$ cat config.mk
export PLATFORM = sky130hd
export DESIGN_NAME = ext_registers
export DESIGN_NICKNAME = d
export VERILOG_FILES = /design/src/design/ext_registers.sv
export SDC_FILE = /design/constraint.sdc
export NUM_CORES = 1
export LEC_CHECK = 0
export BUFFER_PORTS_ARGS = -buffer_cell sky130_fd_sc_hd__buf_2
export CAP_MARGIN = 30
export CORE_ASPECT_RATIO = 0.8
export CORE_UTILIZATION = 52
export CTS_BUF_LIST = sky130_fd_sc_hd__clkbuf_8
export CTS_CLUSTER_DIAMETER = 120
export DETAILED_ROUTE_END_ITERATION = 10
export PLACE_DENSITY = 0.75
export SLEW_MARGIN = 20
export SYNTH_ARGS = -nofsm -noshare
export SYNTH_HDL_FRONTEND = slang
export SYNTH_SLANG_ARGS = --single-unit
$ cat constraint.sdc
create_clock -name clk -period 3.05 [get_ports clk]
set_input_delay 0 -clock clk [delete_from_list [all_inputs] [get_ports clk]]
set_output_delay 0 -clock clk [all_outputs]
set_load 0.005 [all_outputs]
$ cat src/design/ext_registers.sv
`timescale 1ns/100ps

module ext_registers (
    input  logic        clk,
    input  logic        reset,
    input  logic        load,        // strobe from the outside agent
    input  logic [4:0]  load_idx,
    input  logic [31:0] load_data,
    input  logic [4:0]  reg_addr,
    output logic [31:0] reg_data,
    output logic        chip_sel     // high when reads are safe
);

    logic [31:0] regs [32];
    logic        load_q;   // load seen last cycle

    always_ff @(posedge clk) begin
        if (load) begin
            regs[load_idx] <= load_data;
        end
    end

    always_ff @(posedge clk) begin
        if (reset) begin
            load_q <= 1'b0;
        end else begin
            load_q <= load;
        end
    end

    // blocked during the load and one cycle after,
    // so the cpu never samples an entry mid update
    assign chip_sel = !(load || load_q);

    assign reg_data = regs[reg_addr];   // plain combinational read

endmodule

==> flow_summary.json <==
{
  "ys_seq_area_share_pct": 77.2,
  "critPathLaunchType": "flop",
  "synth_cell_types": 24,
  "slew_viol_final": 0,
  "synth_top_family_by_area": "multiplexers",
  "comb_power_share_pct": 5.9,
  "seqPwrFrac_pct": 57.0,
  "cts_tree": "done",
  "fmax_ghz": 0.369,
  "ys_seq_elements": 1025,
  "ctsResizeCount": 0,
  "hold_path_class": "primary input to flop",
  "status": "complete, no violations",
  "track_usage_pct": 24.4,
  "cp_max_fo": 1,
  "gp_congestion": 0.828,
  "switchingPower_mw": 6.35,
  "h-tree-depth": 4,
  "synth-xor-area-share_pct": 0,
  "cellInternalPower_mw": 21.2,
  "wirelength_mm": 94.7,
  "num_rows": 90,
  "drive_above_1_share_pct": 15.3,
  "dr.pass1.iters": 5,
  "fp.dieH_um": 250,
  "setup_violations": 0,
  "drtAntennaViolNets": 0,
  "post_cts_buffers": 0,
  "grt_pass1_vias": 21886,
  "vias": 21642,
  "cts_buffers": 152,
  "yosys.area_share.adder_pct": 0,
  "wire_per_inst_um": 26.4,
  "timing.slew.headroom_pct": 35.3,
  "viasPerCell": 6.03,
  "antenna_found_initial": 4,
  "required_ns": 3.05,
  "period_needed_ns": 2.71,
  "diodes": 0,
  "whs_ns": 0.256,
  "syn_inst": 2231,
  "die-area_um2": 77800,
  "power_frac_clock_pct": 37.2,
  "nets": 2509,
  "ys_warn_count": 0,
  "pin_count": 78,
  "cts_sinks": 1025,
  "ir_worst_vdd_mv": 0.425,
  "drt_iter0_drc": 2587,
  "rsz0062_at_grt": "false",
  "dp_hpwl_mm": 52.6,
  "swShare_pct": 23.0,
  "cap_violations": 0,
  "grt_pass1_wl_mm": 139,
  "cts.hold.buffers_added": 42,
  "portBuffers": 77,
  "syn_area_um2": 39900,
  "path_class": "flop to output pin",
  "fillers": 5473,
  "drcViolationCount": 0,
  "syn_avg_cell_area_um2": 17.9,
  "hold_viol": 0,
  "grt_max_degree": 84,
  "fin_crit_sh_pct": 88.8,
  "critPathCapture": "reg_data[0]",
  "worstMarginPinSlew_ns": 0.971,
  "clk_pin_slew_ns": 0.06,
  "clock-root-buffer": "clkbuf_8",
  "die_w_um": 312,
  "crit_path_start": "regs[5][0]",
  "crit_arrival_ns": 2.71,
  "core_um2": 75700,
  "clockBufferDepth": 3,
  "start_util_pct": 52.7,
  "synth_compound_gate_area_share_pct": 4.92,
  "synth.area.mux_share_pct": 12.9,
  "overflow": 0,
  "p_leak_nw": 15.9,
  "syn2layout_area_growth_pct": 13.3,
  "endpoint_kind": "output pin",
  "powerDensity_nw_per_um2": 611,
  "syn_nets": 2276,
  "setup_tns_ns": 0,
  "yosys.area_share.simple_pct": 3.17
}
metrics by stage:
step                util [%]  total power [mW]  instances  instance area (um^2)  setup slack, ns
finish                  59.7              27.6       3588                 45200            0.343
global route            59.7              28.5       3588                 45200            0.243
CTS                     59.7              27.7       3588                 45200            0.340
detailed placement      55.5              17.6       3280                 42000            0.759
global placement        55.5              17.5       3280                 42000            0.756
floorplan                  -              16.9       2231                 39900            0.616
how the worst min path moves through the flow:
stage,startpoint,endpoint,cells after the start
2_1_floorplan,load,chip_sel,1
3_3_place_gp,reset,load_q,2
3_5_place_dp,reset,load_q,2
4_1_cts,load_data[0],regs[4][0],2
5_1_grt,load_data[0],regs[4][0],2
6_report,load_data[0],regs[4][0],2
layout make-up:
type	count	area [um^2]	share of cell area, %
repair buffers	206	1760	3.89
well taps	1012	1270	2.80
clock inverters	112	636	1.41
flip-flops and latches	1025	30800	68.1
clock buffers	154	2120	4.69
multi-input cells	1079	8620	19.1
sequential cells by signal, summed over array words and instances, names as in the netlist:
| register | flops |
|---|---|
| load_q | 1 |
| regs | 1024 |
power groups by stage:
stage | sequential (mW) | combinational [mW] | clock, mW
2_1_floorplan | 16.0 | 0.850 | 0
3_3_place_gp | 16.0 | 1.52 | 0
3_5_place_dp | 16.0 | 1.56 | 0
4_1_cts | 15.7 | 1.60 | 10.4
5_1_grt | 15.7 | 1.71 | 11.0
6_report | 15.7 | 1.62 | 10.3
layer usage:
metal,vias to the layer above,GRT usage [%],share of wire [%]
met5,-,0,0.020
met4,2,7.87,2.2
met3,164,5.99,10
met2,1150,37.7,46
met1,10966,34.4,42
li1,9360,-,-
Yosys cell counts (all sizes together):
| cell | count | share of area (%) |
|---|---|---|
| a22o | 64 | 1.4 |
| nor2b | 3 | 0.047 |
| dfxtp | 1 | 0.050 |
| or2 | 1 | 0.016 |
| and2 | 1 | 0.016 |
| clkbuf | 45 | 0.44 |
| mux2i | 512 | 13 |
| edfxtp | 1024 | 77 |
| nor3 | 32 | 0.40 |
| a31oi | 32 | 0.50 |
| nand3 | 98 | 1.2 |
| buf | 82 | 1.5 |
| nand3b | 5 | 0.094 |
| nand2b | 2 | 0.031 |
| a22oi | 96 | 1.8 |
| or3b | 3 | 0.066 |
| nor2 | 35 | 0.33 |
| a21oi | 96 | 1.2 |
| nand2 | 98 | 0.92 |
| or3 | 1 | 0.016 |
kinds of logic after synthesis:
family	count (synthesis)
flip-flops	1025
multiplexers	512
AO/OA/AOI/OAI	288
AND/OR/NAND/NOR	279
buffers and inverters	127
cells in the final DEF (no fill, tap or decap), drive strengths merged:
cell type    netlist  final
mux2i            512    512
or2                1      1
nor2              35     35
nor2b              3      3
or3b               3      3
edfxtp          1024   1024
dfxtp              1      1
nor3              32     32
inv                0     50
nand3b             5      5
nand2b             2      2
a22oi             96     96
nand3             98     98
bufinv             0      3
and2               1      1
a31oi             32     32
dlygate4sd3        0     42
nand2             98     98
clkinv             0     59
or3                1      1
a22o              64     64
buf               82    164
a21oi             96     96
clkbuf            45    154
worst max-delay path, cell delays in order, from the launching register on:
cell      delay [ns]
edfxtp_1        0.36
mux2i_1         0.33
a22o_1          0.18
nor3_1          0.05
a31oi_1         0.36
nand3_1         0.36
buf_2           0.24
No activity file was read; power rests on OpenSTA's default activity.
