File: config.mk
export PLATFORM = sky130hd
export DESIGN_NAME = wb_manager
export DESIGN_NICKNAME = d
export VERILOG_FILES = /design/src/design/mmio_pkg.sv /design/src/design/wb_manager.sv
export SDC_FILE = /design/constraint.sdc
export NUM_CORES = 1
export LEC_CHECK = 0
export ABC_AREA = 1
export CAP_MARGIN = 15
export CORE_AREA = 2 2 79 81
export CTS_CLUSTER_SIZE = 20
export DETAILED_ROUTE_END_ITERATION = 6
export DIE_AREA = 0 0 81 83
export DONT_BUFFER_PORTS = 1
export MAX_ROUTING_LAYER = met4
export PLACE_DENSITY = 0.36
export SETUP_SLACK_MARGIN = 0.1
export SLEW_MARGIN = 20
export SYNTH_ARGS = -nofsm -noshare
export SYNTH_HDL_FRONTEND = slang
export SYNTH_SLANG_ARGS = --single-unit
File: constraint.sdc
create_clock -name clk -period 6.7 [get_ports clk]
set_input_delay 0 -clock clk [delete_from_list [all_inputs] [get_ports clk]]
set_output_delay 0 -clock clk [all_outputs]
set_load 0.005 [all_outputs]
File: src/design/mmio_pkg.sv
package mmio_pkg;

    // cpu transfer kind, encoding kept from the cpu side
    typedef enum logic [1:0] {
        IDLE  = 2'b00,
        WRITE = 2'b01,
        READ  = 2'b10,
        FETCH = 2'b11
    } rwi_e;

    // decoded target of an access
    typedef enum logic [2:0] {
        FETCH_MEM,
        EXT_REG,
        DATA_MEM,
        TFT,
        NONE
    } region_e;

    // inclusive upper bounds of the address map
    localparam logic [31:0] FETCH_TOP = 32'd1024;
    localparam logic [31:0] REG_TOP   = 32'd1056;
    localparam logic [31:0] DATA_TOP  = 32'd1792;
    localparam logic [31:0] TFT_TOP   = 32'd2047;

    localparam logic [7:0]  BUS_BASE  = 8'h33;         // upper byte seen on the bus
    localparam logic [31:0] NO_INSTR  = 32'hDEADBEEF;  // instr when no fetch is served

    // decoder -> wishbone manager, 66 bits
    typedef struct packed {
        logic        read;
        logic        write;
        logic [31:0] addr;
        logic [31:0] wdata;
    } bus_req_t;

    // decoder -> display writer, 41 bits
    typedef struct packed {
        logic        wr;
        logic [7:0]  addr;
        logic [31:0] data;
    } tft_req_t;

    typedef enum logic [1:0] {WB_IDLE, WB_BUS, WB_DONE} wb_state_e;

    typedef enum logic {TFT_IDLE, TFT_SHIFT} tft_state_e;

endpackage

File: src/design/wb_manager.sv
`timescale 1ns/100ps

module wb_manager (
    input  logic               clk,
    input  logic               reset,
    input  mmio_pkg::bus_req_t req,
    output logic               cyc,
    output logic               stb,
    output logic               we,
    output logic [31:0]        adr,
    output logic [31:0]        dat_w,
    input  logic [31:0]        dat_r,
    input  logic               ack,
    output logic [31:0]        rdata,
    output logic               bus_busy
);

    mmio_pkg::wb_state_e state;
    mmio_pkg::wb_state_e state_nxt;
    logic                req_valid;
    logic                active;    // cycle on the bus this clock

    assign req_valid = req.read || req.write;

    // the cycle opens in IDLE already, so the memory sees stb with the request
    assign active = (state == mmio_pkg::WB_BUS) ||
                    ((state == mmio_pkg::WB_IDLE) && req_valid);

    assign cyc      = active;
    assign stb      = active;   // stays up until ack
    assign we       = req.write;
    assign adr      = req.addr;    // cpu holds the request steady while busy
    assign dat_w    = req.wdata;
    assign bus_busy = active;      // low in DONE, that is the completing cycle

    always_comb begin
        state_nxt = state;
        case (state)
            mmio_pkg::WB_IDLE: begin
                if (req_valid) begin
                    state_nxt = mmio_pkg::WB_BUS;
                end
            end
            mmio_pkg::WB_BUS: begin
                if (ack) begin
                    state_nxt = mmio_pkg::WB_DONE;
                end
            end
            mmio_pkg::WB_DONE: state_nxt = mmio_pkg::WB_IDLE;   // cpu moves on here
            default:           state_nxt = mmio_pkg::WB_IDLE;
        endcase
    end

    always_ff @(posedge clk) begin
        if (reset) begin
            state <= mmio_pkg::WB_IDLE;
        end else begin
            state <= state_nxt;
        end
    end

    // returned word, held through DONE and beyond
    always_ff @(posedge clk) begin
        if (active && ack) begin
            rdata <= dat_r;
        end
    end

endmodule

==> out/metrics.yaml <==
outcome: "completed"
nets: 190
grt_max_degree: 33
clkTransAtPathRegs_ns: 0.07
grt.total_usage: 0.111
critPathSlowestCell: "a21oi_4"
grt_pass1_wl_um: 4950
drt_iter0_drc: 18
design_area_um2: 1590
fin_tns_setup_ns: 0
crit_type: "reg -> reg"
dieArea_um2: 6720
grt_pass1_vias: 694
globalplace.congestion: 0.628
core_um2: 5820
drv_cap: 0
netlist_instances: 114
yosysWarnings: 0
postPlaceCellArea_um2: 1160
rsz0062_at_grt: "no"
tightestPinTransition_ns: 1.02
num_vias: 656
cpPeakStageDelay_ns: 0.83
required_ns: 6.60
final-hold-violation-count: 0
diodes: 0
relSlewSlack: 0.317
start_util: 0.268
drv_slew: 0
cts.path.max_buffers: 2
cts_root_buf: "clkbuf_8"
synth_seq_area_share: 0.643
wire_per_inst_um: 23.5
power.density_nw_per_um2: 273
syn_nets: 215
cp_max_fo: 32
ys_types: 9
dp_slack_ns: 4.89
area_delta_synth_final_pct: 2.17
syn_area_per_cell_um2: 13.7
dp.cells: 122
cts_num_sinks: 34
crit_chain: "nor2_1, nand2_1, a21oi_4"
portBuffers: 0
dr.pass1.iters: 3
cp-start-kind: "flip-flop"
finalWirelength_um: 3880
rows: 28
whs_ns: 0.00000228
post_cts_resized: 0
antenna_left: 0
p_leak_nw: 0.547
endpoint_kind: "flip-flop"
syn_area_um2: 1560
die_x_um: 81
timing.fmax_mhz: 571
period_needed_ns: 1.75
antenna_found_initial: 0
io-pin-count: 201
clock_latency_ns: 0.28
arrival_ns: 1.65
setup_viol: 0
ir_drop_uv: 74.0
drive_above_1_share: 0.0778
fin_crit_sh: 0.261
post-dp-hpwl_um: 3040
htreeDepth: 2
hold_path_class: "in -> out"
cts_tree: "built"
finalNonFillerCells: 165
die_h_um: 83
drc: 0
overflow: 0
cts_buffers: 5
post-cts-setup-buffers: 0
finalWorstSetupSlack_ns: 4.95
via_per_inst: 3.98
ys_ff_latch: 34
finClkSkew_ns: 0.00554
[synthesized netlist by cell type]
| cell | count | area share |
|---|---|---|
| buf_4 | 67 | 0.32 |
| edfxtp_1 | 32 | 0.62 |
| inv_1 | 4 | 0.0096 |
| nand2_1 | 4 | 0.0096 |
| a21oi_1 | 2 | 0.0064 |
| dfxtp_1 | 2 | 0.026 |
| nand3_1 | 1 | 0.0032 |
| nor2_1 | 1 | 0.0024 |
| nor3_1 | 1 | 0.0032 |
[path summary, 6_finish.rpt]
check	from	to	slack, ns	cells after the start
max	state[1]	rdata[19]	4.95	3
min	req[13]	dat_w[13]	0.000002	0
max reg2reg	state[1]	rdata[19]	4.95	3
min reg2reg	state[0]	state[1]	0.58	2
[per-layer routing]
metal | global-route usage | vias up | share of wire
met4 | 0.0416 | 0 | 0.018
li1 | - | 257 | -
met1 | 0.0854 | 270 | 0.29
met3 | 0.127 | 12 | 0.24
met2 | 0.162 | 117 | 0.45
met5 | - | - | 0
[power by group]
group          leakage (nW)  internal (mW)  switching (mW)  total (mW)
Combinational         0.184         0.0158          0.0147      0.0305
Sequential            0.320          0.252         0.00800       0.260
Clock                0.0426         0.0714          0.0730       0.144
[metrics by stage]
stage / util / power, mW
after floorplan: - / 0.306
after global placement: 0.199 / 0.278
after detailed placement: 0.199 / 0.280
after CTS: 0.274 / 0.446
after global routing: 0.274 / 0.456
final: 0.274 / 0.435
[final cells by class]
class                           instances  area, um^2
Tap cell                               75        93.8
Sequential cell                        34        1000
Clock buffer                            6        72.6
Fill cell                             606        4220
Clock inverter                          2        8.76
Timing Repair Buffer                   35         350
Multi-Input combinational cell          9        50.0
Inverter                                4        15.0
[cell families (layout without fill, tap and decap cells)]
kind of cell,after synthesis,in the layout,synth area share
flip-flops,34,34,0.643
AO/OA/AOI/OAI,2,2,0.00643
AND/OR/NAND/NOR,7,7,0.0185
buffers and inverters,71,47,0.333
[cell usage in the layout, fill, tap and decap left out]
cell           Yosys  routed
nor3_1             1       1
a21oi_4            0       1
dlygate4sd3_1      0      35
edfxtp_1          32      32
clkbuf_1           0       1
a21oi_1            2       1
clkbuf_8           0       5
nor2_1             1       1
dfxtp_1            2       2
clkinv_1           0       1
clkinv_2           0       1
nand2_1            4       4
inv_1              4       4
nand3_1            1       1
[what timing repair did]
item	CTS	global route
hold buffers	35	0
endpoints found under the hold margin	34	0
endpoints found under the setup margin	0	0
[critical path: cells and delay by family, from the launching register on]
family / cells / cell delay [ns]
AOI/OAI and AO/OA: 1 / 0.83
DFF: 1 / 0.32
and+or+nand+nor: 2 / 0.22
[flip-flops by register name, indices dropped and copies added (netlist names)]
register  cells
rdata        32
state         2
No activity file was read; power rests on OpenSTA's default activity.
