--- src/design/mmio_pkg.sv ---
package mmio_pkg;

    // cpu transfer kind, encoding kept from the cpu side
    typedef enum logic [1:0] {
        IDLE  = 2'b00,
        WRITE = 2'b01,
        READ  = 2'b10,
        FETCH = 2'b11
    } rwi_e;

    // decoded target of an access
    typedef enum logic [2:0] {
        FETCH_MEM,
        EXT_REG,
        DATA_MEM,
        TFT,
        NONE
    } region_e;

    // inclusive upper bounds of the address map
    localparam logic [31:0] FETCH_TOP = 32'd1024;
    localparam logic [31:0] REG_TOP   = 32'd1056;
    localparam logic [31:0] DATA_TOP  = 32'd1792;
    localparam logic [31:0] TFT_TOP   = 32'd2047;

    localparam logic [7:0]  BUS_BASE  = 8'h33;         // upper byte seen on the bus
    localparam logic [31:0] NO_INSTR  = 32'hDEADBEEF;  // instr when no fetch is served

    // decoder -> wishbone manager, 66 bits
    typedef struct packed {
        logic        read;
        logic        write;
        logic [31:0] addr;
        logic [31:0] wdata;
    } bus_req_t;

    // decoder -> display writer, 41 bits
    typedef struct packed {
        logic        wr;
        logic [7:0]  addr;
        logic [31:0] data;
    } tft_req_t;

    typedef enum logic [1:0] {WB_IDLE, WB_BUS, WB_DONE} wb_state_e;

    typedef enum logic {TFT_IDLE, TFT_SHIFT} tft_state_e;

endpackage

--- src/design/mmio_decoder.sv ---
`timescale 1ns/100ps

module mmio_decoder (
    input  mmio_pkg::rwi_e     rwi,       // idle, write, read or fetch
    input  logic [31:0]        addr,
    input  logic [31:0]        wdata,
    input  logic [31:0]        rdata,     // word held by the wb manager
    input  logic               bus_busy,
    input  logic [31:0]        reg_data,
    input  logic               chip_sel,  // low while the register file loads
    input  logic               tft_busy,
    output mmio_pkg::bus_req_t bus_req,
    output logic [4:0]         reg_addr,
    output mmio_pkg::tft_req_t tft_req,
    output logic [31:0]        read_data,
    output logic [31:0]        instr,
    output logic               busy
);

    mmio_pkg::region_e region;
    logic              bus_rd;     // read or fetch
    logic              reg_wait;   // register read blocked by a load

    // address map, bounds are inclusive
    always_comb begin
        if (addr <= mmio_pkg::FETCH_TOP) begin
            region = mmio_pkg::FETCH_MEM;
        end else if (addr <= mmio_pkg::REG_TOP) begin
            region = mmio_pkg::EXT_REG;
        end else if (addr <= mmio_pkg::DATA_TOP) begin
            region = mmio_pkg::DATA_MEM;
        end else if (addr <= mmio_pkg::TFT_TOP) begin
            region = mmio_pkg::TFT;
        end else begin
            region = mmio_pkg::NONE;
        end
    end

    assign bus_rd = (rwi == mmio_pkg::READ) || (rwi == mmio_pkg::FETCH);

    always_comb begin
        // addresses and payload always follow the cpu, strobes decide
        bus_req       = '0;
        bus_req.addr  = {mmio_pkg::BUS_BASE, addr[23:0]};
        bus_req.wdata = wdata;
        tft_req.wr    = 1'b0;
        tft_req.addr  = addr[7:0];   // display sees the low byte only
        tft_req.data  = wdata;
        reg_addr      = 5'(addr - (mmio_pkg::FETCH_TOP + 32'd1));   // entry 0 just above code
        read_data     = '0;
        instr         = mmio_pkg::NO_INSTR;

        case (region)
            mmio_pkg::FETCH_MEM, mmio_pkg::DATA_MEM: begin
                // hold off the bus while a display frame is going out,
                // otherwise the held request would restart the manager
                if (!tft_busy) begin
                    bus_req.read  = bus_rd;
                    bus_req.write = (rwi == mmio_pkg::WRITE) &&
                                    (region == mmio_pkg::DATA_MEM);   // no writes to code
                end
                if (rwi == mmio_pkg::READ) begin
                    read_data = rdata;
                end
                if (rwi == mmio_pkg::FETCH) begin
                    instr = rdata;   // valid in the manager's DONE cycle
                end
            end
            mmio_pkg::EXT_REG: begin
                if (rwi == mmio_pkg::READ && chip_sel) begin
                    read_data = reg_data;   // combinational, no wait
                end
            end
            mmio_pkg::TFT: begin
                tft_req.wr = (rwi == mmio_pkg::WRITE);   // posted
            end
            default: begin
                // unmapped, nothing is driven
            end
        endcase
    end

    assign reg_wait = (rwi == mmio_pkg::READ) && (region == mmio_pkg::EXT_REG) && !chip_sel;

    // single stall level back to the cpu
    assign busy = tft_busy || bus_busy || reg_wait;

endmodule

--- config.mk ---
export PLATFORM = sky130hd
export DESIGN_NAME = mmio_decoder
export DESIGN_NICKNAME = d
export VERILOG_FILES = /design/src/design/mmio_pkg.sv /design/src/design/mmio_decoder.sv
export SDC_FILE = /design/constraint.sdc
export NUM_CORES = 1
export LEC_CHECK = 0
export BUFFER_PORTS_ARGS = -buffer_cell sky130_fd_sc_hd__buf_2
export CAP_MARGIN = 30
export CORE_AREA = 2 2 120 122
export DETAILED_ROUTE_END_ITERATION = 6
export DIE_AREA = 0 0 122 124
export GPL_ROUTABILITY_DRIVEN = 0
export SLEW_MARGIN = 20
export SYNTH_ARGS = -nofsm -noshare
export SYNTH_HDL_FRONTEND = slang
export SYNTH_SLANG_ARGS = --single-unit
--- constraint.sdc ---
create_clock -name vclk -period 3.07
set_input_delay 0.4605 -clock vclk [all_inputs]
set_output_delay 0.4605 -clock vclk [all_outputs]
set_load 0.005 [all_outputs]
==> summary.txt <==
Hold path
  • Hold path start: wdata[1]
  • Hold path depth: 0
  • Worst hold path type: in2out
  • Hold Path End: bus_req[1]

Global route
  • Largest net degree at the start of global routing: 34
  • Global-route wire length before repair: 10100 microns
  • Remaining Overflow, GRT: 0
  • Overall Global Routing Usage: 0.0863
  • Vias in the first global route: 1812
  • Initial antenna violation count: 0

STA
  • Min Tclk post-route: roughly 3000 ps
  • Final TNS setup: 0 ps
  • Fmax: 336 MHz
  • Crit share post-route: 0.969
  • # setup viols final: 0
  • Final hold viol count: 0
  • Hold_ws: 921 ps
  • Pins over their slew limit: 0

Worst setup path
  • Worst-path fanout max: 13
  • CP most frequent cell: buf_2
  • Setup crit end kind: primary output
  • Slowest cell on crit path: or4_1
  • Critical-path cell list: buf_2 > or4_1 > or4_4 > a21boi_2 > a31o_4 > clkbuf_16 > a32o_1 > buf_2
  • Crit Path Class: in2out
  • Required @ worst endpoint: 2610 ps
  • Startpoint types: input port
  • CP peak stage delay: 540 ps
  • Worst Path Arrival: ~2500 ps

Drt
  • Residual DRC: 0
  • DRT Pass-1 Iters: 4
  • Iteration-0 DRC Markers: 108
  • DRT Wirelength: approximately 8400 microns
  • Via Count: 2188
  • Antenna-violating nets left: 0
  • Wirelength per Cell: 16.1 microns
  • DR vias/cell: 4.22

Yosys
  • Sequential area share after synthesis: 0
  • Synth top area cells: buf_4, a32o_1, nand4b_1
  • Commonest cells post-synth: buf_4, a32o_1, nand4b_1
  • Synth warnings: 0
  • Post-synth cell types: 34
  • Post-synth top area share: 0.435
  • Cells after synthesis: approximately 230
  • Post-synth top area cell: buf_4
  • Count leader, synth: buf_4
  • Post-Syn Area: 0.00183 sq mm
  • Syn_area_per_cell: roughly 7.8 sq um

Power
  • Power per Cell Area: 66.8 mW/mm^2
  • Max VDD drop: just under 0.00003 V
  • Pleak: approximately 1.2 nW

Layout
  • Sequential cell count: 0
  • Layout area overhead: 35.6%
  • Layout cells sized above 1: 0.683
  • Clock buf count: 0
  • Final core occ: 0.181
  • Number of diodes: 0
  • FF+latch area: 0 sq um
  • Final nets: 475

Clock tree
  • Hold_buf cts: 0
  • Post-CTS setup buffers: 0

Floorplanning
  • Overall die area: 0.0151 sq mm
  • Die Wd: 122 microns
  • Row count: 43
  • Die H: about 120 microns
  • Core ar.: 0.0137 sq mm
  • Ports: 310
  • Starting density of the core: 0.133

Outcome
  • Status: finished clean

Flow run
  • Max-cap viol count: 0

Place
  • Port Buf Inserts: 206
  • Post-DP HPWL: approximately 6400 microns
-- power breakdown --
group / total [mW] / switching, mW / internal [mW]
sequential: 0 / 0 / 0
combinational: 0.166 / 0.0774 / 0.0884
clock: 0 / 0 / 0
total: 0.166 / 0.0774 / 0.0884
-- placed cells by master (no fill, tap or decap), types with 3 or more instances in the layout --
cell type / n
buf_4: 9
or4_1: 3
buf_12: 4
nor4_1: 5
conb_1: 8
inv_1: 3
and4_1: 8
a32o_1: 31
buf_2: 206
clkbuf_16: 3
nor2_1: 3
nand4b_1: 24
-- cells by family after synthesis --
| family | after synthesis | synth area share |
|---|---|---|
| compound gates | 37 | 0.195 |
| xor+xnor | 3 | 0.0144 |
| fa+ha+maj | 2 | 0.0137 |
| buf+inv | 129 | 0.512 |
| other cells | 2 | 0.00411 |
| simple gates | 61 | 0.261 |
-- cell type report --
cell class / instances / area, sq um
multi-input cells: 111 / 948
well taps: 180 / 225
inverters: 3 / 11.3
fillers: 1577 / 11200
repair buffers: 224 / 1300
-- layer usage --
layer	GRT usage	share of wire
met1	0.0965	0.36
met2	0.166	0.51
met3	0.0183	0.11
met4	0.0194	0.019
met5	0	0
-- worst max-delay path: cells and delay by family --
family          cells  cell delay (ps)
compound gates      3              570
buf+inv             3              420
simple gates        2             1050
-- timing repair --
| action | CTS | global route |
|---|---|---|
| setup endpoints to repair | 1 | 46 |
| gates resized for setup | 3 | 4 |
| pin swaps | 0 | 1 |
| cloned | 1 | 3 |
-- worst max-delay path by stage --
stage,end,cells after the start,start
3_3_place_gp,read_data[23],10,addr[1]
6_report,read_data[27],8,addr[4]
2_1_floorplan,read_data[10],9,addr[0]
4_1_cts,read_data[23],10,addr[1]
3_5_place_dp,read_data[23],10,addr[1]
5_1_grt,read_data[27],10,addr[1]
-- through the flow --
step           total power [mW]  instance area [sq um]  instances  setup slack (ps)
5_1_grt                   0.180                   2480        518             -1.80
6_report                  0.166                   2480        518              95.0
3_3_place_gp              0.158                   2350        514              10.1
4_1_cts                   0.161                   2390        515              4.31
2_1_floorplan             0.140                   1850        240               387
3_5_place_dp              0.158                   2350        514             -38.5
Note: power is estimated with default switching activity, not from simulation.
