<file path="config.mk">
export PLATFORM = sky130hd
export DESIGN_NAME = tft_writer
export DESIGN_NICKNAME = d
export VERILOG_FILES = /design/src/design/mmio_pkg.sv /design/src/design/tft_writer.sv
export SDC_FILE = /design/constraint.sdc
export NUM_CORES = 1
export LEC_CHECK = 0
export ABC_AREA = 1
export BUFFER_PORTS_ARGS = -buffer_cell sky130_fd_sc_hd__clkbuf_2
export CAP_MARGIN = 40
export CORE_MARGIN = 3
export CORE_UTILIZATION = 48
export CTS_CLUSTER_DIAMETER = 150
export DETAILED_ROUTE_END_ITERATION = 10
export PLACE_DENSITY = 0.79
export REMOVE_ABC_BUFFERS = 1
export SYNTH_ARGS = -nofsm -noshare
export SYNTH_HDL_FRONTEND = slang
export SYNTH_SLANG_ARGS = --single-unit
export TNS_END_PERCENT = 50
</file>
<file path="constraint.sdc">
create_clock -name clk -period 1.33 [get_ports clk]
set_input_delay 0.133 -clock clk [delete_from_list [all_inputs] [get_ports clk]]
set_output_delay 0.133 -clock clk [all_outputs]
set_load 0.01 [all_outputs]
</file>
<file path="src/design/mmio_pkg.sv">
package mmio_pkg;

    // cpu transfer kind, encoding kept from the cpu side
    typedef enum logic [1:0] {
        IDLE  = 2'b00,
        WRITE = 2'b01,
        READ  = 2'b10,
        FETCH = 2'b11
    } rwi_e;

    // decoded target of an access
    typedef enum logic [2:0] {
        FETCH_MEM,
        EXT_REG,
        DATA_MEM,
        TFT,
        NONE
    } region_e;

    // inclusive upper bounds of the address map
    localparam logic [31:0] FETCH_TOP = 32'd1024;
    localparam logic [31:0] REG_TOP   = 32'd1056;
    localparam logic [31:0] DATA_TOP  = 32'd1792;
    localparam logic [31:0] TFT_TOP   = 32'd2047;

    localparam logic [7:0]  BUS_BASE  = 8'h33;         // upper byte seen on the bus
    localparam logic [31:0] NO_INSTR  = 32'hDEADBEEF;  // instr when no fetch is served

    // decoder -> wishbone manager, 66 bits
    typedef struct packed {
        logic        read;
        logic        write;
        logic [31:0] addr;
        logic [31:0] wdata;
    } bus_req_t;

    // decoder -> display writer, 41 bits
    typedef struct packed {
        logic        wr;
        logic [7:0]  addr;
        logic [31:0] data;
    } tft_req_t;

    typedef enum logic [1:0] {WB_IDLE, WB_BUS, WB_DONE} wb_state_e;

    typedef enum logic {TFT_IDLE, TFT_SHIFT} tft_state_e;

endpackage

</file>
<file path="src/design/tft_writer.sv">
`timescale 1ns/100ps

module tft_writer (
    input  logic               clk,
    input  logic               reset,
    input  mmio_pkg::tft_req_t req,
    output logic               tft_busy,
    output logic               sclk,
    output logic               mosi,
    output logic               cs_n
);

    localparam int FRAME_BITS = 40;   // 8 address + 32 data
    localparam logic [5:0] LAST_BIT = 6'(FRAME_BITS - 1);

    mmio_pkg::tft_state_e  state;
    logic [FRAME_BITS-1:0] frame;     // msb goes out first
    logic [5:0]            bit_cnt;
    logic                  accept;

    assign accept = (state == mmio_pkg::TFT_IDLE) && req.wr;

    always_ff @(posedge clk) begin
        if (reset) begin
            state   <= mmio_pkg::TFT_IDLE;
            sclk    <= 1'b0;
            bit_cnt <= '0;
        end else begin
            case (state)
                mmio_pkg::TFT_IDLE: begin
                    if (accept) begin
                        state   <= mmio_pkg::TFT_SHIFT;
                        bit_cnt <= '0;
                    end
                end
                mmio_pkg::TFT_SHIFT: begin
                    sclk <= ~sclk;   // two clocks per bit
                    if (sclk) begin
                        if (bit_cnt == LAST_BIT) begin
                            state <= mmio_pkg::TFT_IDLE;   // sclk ends low
                        end else begin
                            bit_cnt <= bit_cnt + 1'b1;
                        end
                    end
                end
                default: state <= mmio_pkg::TFT_IDLE;
            endcase
        end
    end

    // load the whole frame at once, shift on the falling sclk edge
    always_ff @(posedge clk) begin
        if (accept) begin
            frame <= {req.addr, req.data};
        end else if (state == mmio_pkg::TFT_SHIFT && sclk) begin
            frame <= {frame[FRAME_BITS-2:0], 1'b0};
        end
    end

    assign tft_busy = (state == mmio_pkg::TFT_SHIFT);   // rises the edge after accept
    assign cs_n     = (state != mmio_pkg::TFT_SHIFT);   // low over the whole frame
    assign mosi     = (state == mmio_pkg::TFT_SHIFT) && frame[FRAME_BITS-1];

endmodule

</file>
==> flow_summary_export.csv <==
group,metric,value,unit
setup_path,reg2reg_depth,8,
power_and_ir_drop,intPower,2.33,mW
clocking,hold_buffers,0,
cells_and_area,fill_cells,370,
timing,rsz0062_at_grt,"false",
global_routing,top_usage_layer,"met2",
route,remaining_drc_errors,0,
route,drt_iter0_drc,93,
global_routing,antenna_found_initial,0,
global_routing,grt_max_degree,40,
die,start_util,52.1,%
synthesis,synth_warnings,0,
power_and_ir_drop,ir_drop,0.000717,V
synthesis,synth-main-ff-cell,"edfxtp_1",
route,wl,4020,um
power_and_ir_drop,clock_power_share,26.4,%
global_routing,grt_util_all_layers,16.2,%
synthesis,synth_top_area_share,54.9,%
global_routing,grt_use_met2,28.0,%
timing,worst_pin_slew,0.362,ns
cells_and_area,fin_nets,327,
synthesis,synth_most_common_cell,"nand2_1",
synthesis,yosysUniqueCellTypes,23,
setup_path,critical_path_buf_inv_count,1,
global_routing,grt_pass1_wl,6570,um
timing,slew_headroom,75.8,%
synthesis,synth.avg_cell_area,9.36,um^2
synthesis,synth_top_cell_by_area,"edfxtp_1",
clocking,htreeDepth,2,
cells_and_area,syn_to_final_growth,18.2,%
clocking,cts-buffers-inserted,5,
global_routing,gr-usage-met3,4.92,%
clocking,insertion_delay,0.29,ns
synthesis,yosys-top-cells-count,"nand2_1 (132), edfxtp_1 (40), inv_1 (9), dfxtp_1 (8), nor2_1 (7)",
route,post_drt_wl_per_cell,12.0,um
power_and_ir_drop,powerDensity,1170,mW/mm^2
setup_path,crit_type,"register to register",
die,ios,47,
synthesis,ys_ff_latch,48,
die,std_cell_rows,23,
setup_path,reg2reg_to,"bit_cnt[3]$_SDFFE_PP0P_",
clocking,cts_tree,"yes",
synthesis,ys_seq_area_share,62.2,%
setup_path,rr_startpoint,"bit_cnt[0]$_SDFFE_PP0P_",
clocking,post_cts_buffers,0,
timing,fmax,811,MHz
setup_path,crit_required,1.52,ns
route,drtAntennaViolNets,0,
hold_path,hp-start,"reset",
die,die_x,73.5,um
hold_path,holdPathStages,2,
setup_path,cp-start-kind,"register",
power_and_ir_drop,power_frac_comb,13.0,%
global_routing,grt_pass1_vias,1535,
route,vias_per_cell,4.86,
placed_design,portBuffers,46,
route,vias,1623,
die,die_y,73.5,um
run_status,outcome,"complete, no violations",
power_and_ir_drop,leakage,1.19,nW
global_routing,met1_usage,19.2,%
setup_path,cp_max_fo,7,
timing,slew_viol_final,0,
die,core,0.00420,mm^2
route,drt_pass1_iterations,4,
setup_path,critPathTopFamily,"simple AND/OR/NAND/NOR gates",
placed_design,hpwl,2800,um
flow_run,drv_cap,0,
setup_path,crit_chain,"ha_4 > nand2_2 > nor2_4 > nand3_4 > nand3b_1 > nand2_1 > inv_1 > nor2_1",
setup_path,critPathMaxStageDelay,0.37,ns
timing,layout_min_cycle_time,1.23,ns
synthesis,synth-async-reset-ratio,0,%
clocking,root_buffer,"clkbuf_8",
timing,timing.final.crit_share,92.7,%
hold_path,hp-class,"input port to register",
cells_and_area,utilization,61.6,%
timing,fin_tns_setup,0,ns
setup_path,worstPathArrival,1.43,ns
synthesis,synth_top_cells_by_area,"edfxtp_1 (55%), nand2_1 (23%), dfxtp_1 (7.3%)",
power_and_ir_drop,seqPwrFrac,60.6,%
timing,skew,0.00382,ns
clocking,clkSinkCount,48,
hold_path,holdPathEnd,"bit_cnt[5]$_SDFFE_PP0P_",
synthesis,synth_cells,234,
setup_path,rrSetupSlack,0.1,ns
timing,hold_violations,0,
die,die_area,0.00541,mm^2
power_and_ir_drop,switching_power,711,uW
cells_and_area,antenna_cells,0,
timing,finalSetupViolCount,0,
synthesis,synth_area,0.00219,mm^2
power_and_ir_drop,switching_share,23.4,%
clocking,path_clk_slew,0.08,ns
placed_design,gp_congestion,0.752,
global_routing,grt-ovfl-total,0,
setup_path,setup.worst_path.end_class,"register",
cells_and_area,drive_gt1_share,25.0,%
synthesis,synth-edff-count,40,
setup_path,cpMaxStageDelayCell,"dfxtp_2",
clocking,cts.path.max_buffers,2,
==> metal layers <==
metal / routed length [um] / vias to the layer above
li1: - / 847
met1: 1740 / 729
met2: 2050 / 45
met3: 208 / 2
met4: 24 / 0
met5: 0 / -
==> metrics by stage <==
step                      hold slack (ns)  std cells  setup WS [ns]  power, mW  instance area (um^2)
after floorplan                     0.195        225         -0.219       2.09                  2130
after global placement              0.325        326        0.00967       2.25                  2480
after detailed placement            0.325        326        -0.0486       2.27                  2480
after CTS                         0.00524        334         0.0280       3.08                  2560
after global routing               0.0119        334        0.00152       3.20                  2590
final                              0.0177        334         0.0969       3.04                  2590
==> what timing repair did <==
action,CTS,global route
pin swaps,0,3
resized for setup,1,8
setup endpoints to repair,39,9
==> final cells by class <==
class	instances	area (um^2)	area share, %
clock inverters	1	5.00	0.193
repair buffers	51	293	11.3
well taps	50	62.6	2.42
multi-input cells	166	738	28.5
inverters	11	48.8	1.88
flip-flops and latches	48	1370	52.7
clock buffers	7	76.3	2.95
==> cells by family (layout without fill, tap and decap cells) <==
kind of cell | after synthesis | in the layout | share of synthesized area (%)
AOI/OAI and AO/OA | 12 | 12 | 3.09
adders and majority gates | 1 | 1 | 0.571
buffers and inverters | 20 | 70 | 5.03
DFF | 48 | 48 | 62.2
and+or+nand+nor | 153 | 153 | 29.1
==> registers in the layout (all words and copies together), names as in the netlist <==
register and flops:
frame 40, tft_busy 1, bit_cnt 6, sclk 1
==> worst reg2reg max path: stages, from the launching register on <==
cell      delay (ns)
dfxtp_2         0.37
ha_4            0.15
nand2_2         0.08
nor2_4          0.16
nand3_4         0.14
nand3b_1        0.11
nand2_1         0.05
inv_1           0.05
nor2_1          0.03
==> layout by cell type, fill, tap and decap left out, types with 2 or more instances in the layout <==
cell type,netlist,routed
nand3_1,6,6
clkbuf_2,0,46
o21ai_0,5,4
nor2_1,7,7
a21oi_1,5,5
inv_1,9,9
dfxtp_2,0,3
dfxtp_1,8,5
edfxtp_1,40,40
clkbuf_8,0,5
buf_4,0,3
clkbuf_1,0,2
buf_12,0,2
nand2_1,132,131
nand2_4,1,2
==> worst max path at each step <==
stage	startpoint	cells after the start	slack [ns]	endpoint
global route	bit_cnt[0]$_SDFFE_PP0P_	8	0.002	bit_cnt[3]$_SDFFE_PP0P_
global placement	tft_busy$_SDFF_PP0_	5	0.01	frame[19]$_DFFE_PP_
CTS	tft_busy$_SDFF_PP0_	6	0.03	bit_cnt[0]$_SDFFE_PP0P_
floorplan	tft_busy$_SDFF_PP0_	6	-0.22	bit_cnt[5]$_SDFFE_PP0P_
detailed placement	tft_busy$_SDFF_PP0_	5	-0.05	frame[21]$_DFFE_PP_
finish	bit_cnt[0]$_SDFFE_PP0P_	8	0.1	bit_cnt[3]$_SDFFE_PP0P_
==> power groups by stage <==
stage | sequential, mW | clock, mW | combinational, mW
after CTS | 1.84 | 0.839 | 0.398
after global placement | 1.87 | 0 | 0.385
after global routing | 1.85 | 0.888 | 0.454
final | 1.84 | 0.802 | 0.394
after floorplan | 1.87 | 0 | 0.222
after detailed placement | 1.87 | 0 | 0.394
No activity file was read; power rests on OpenSTA's default activity.
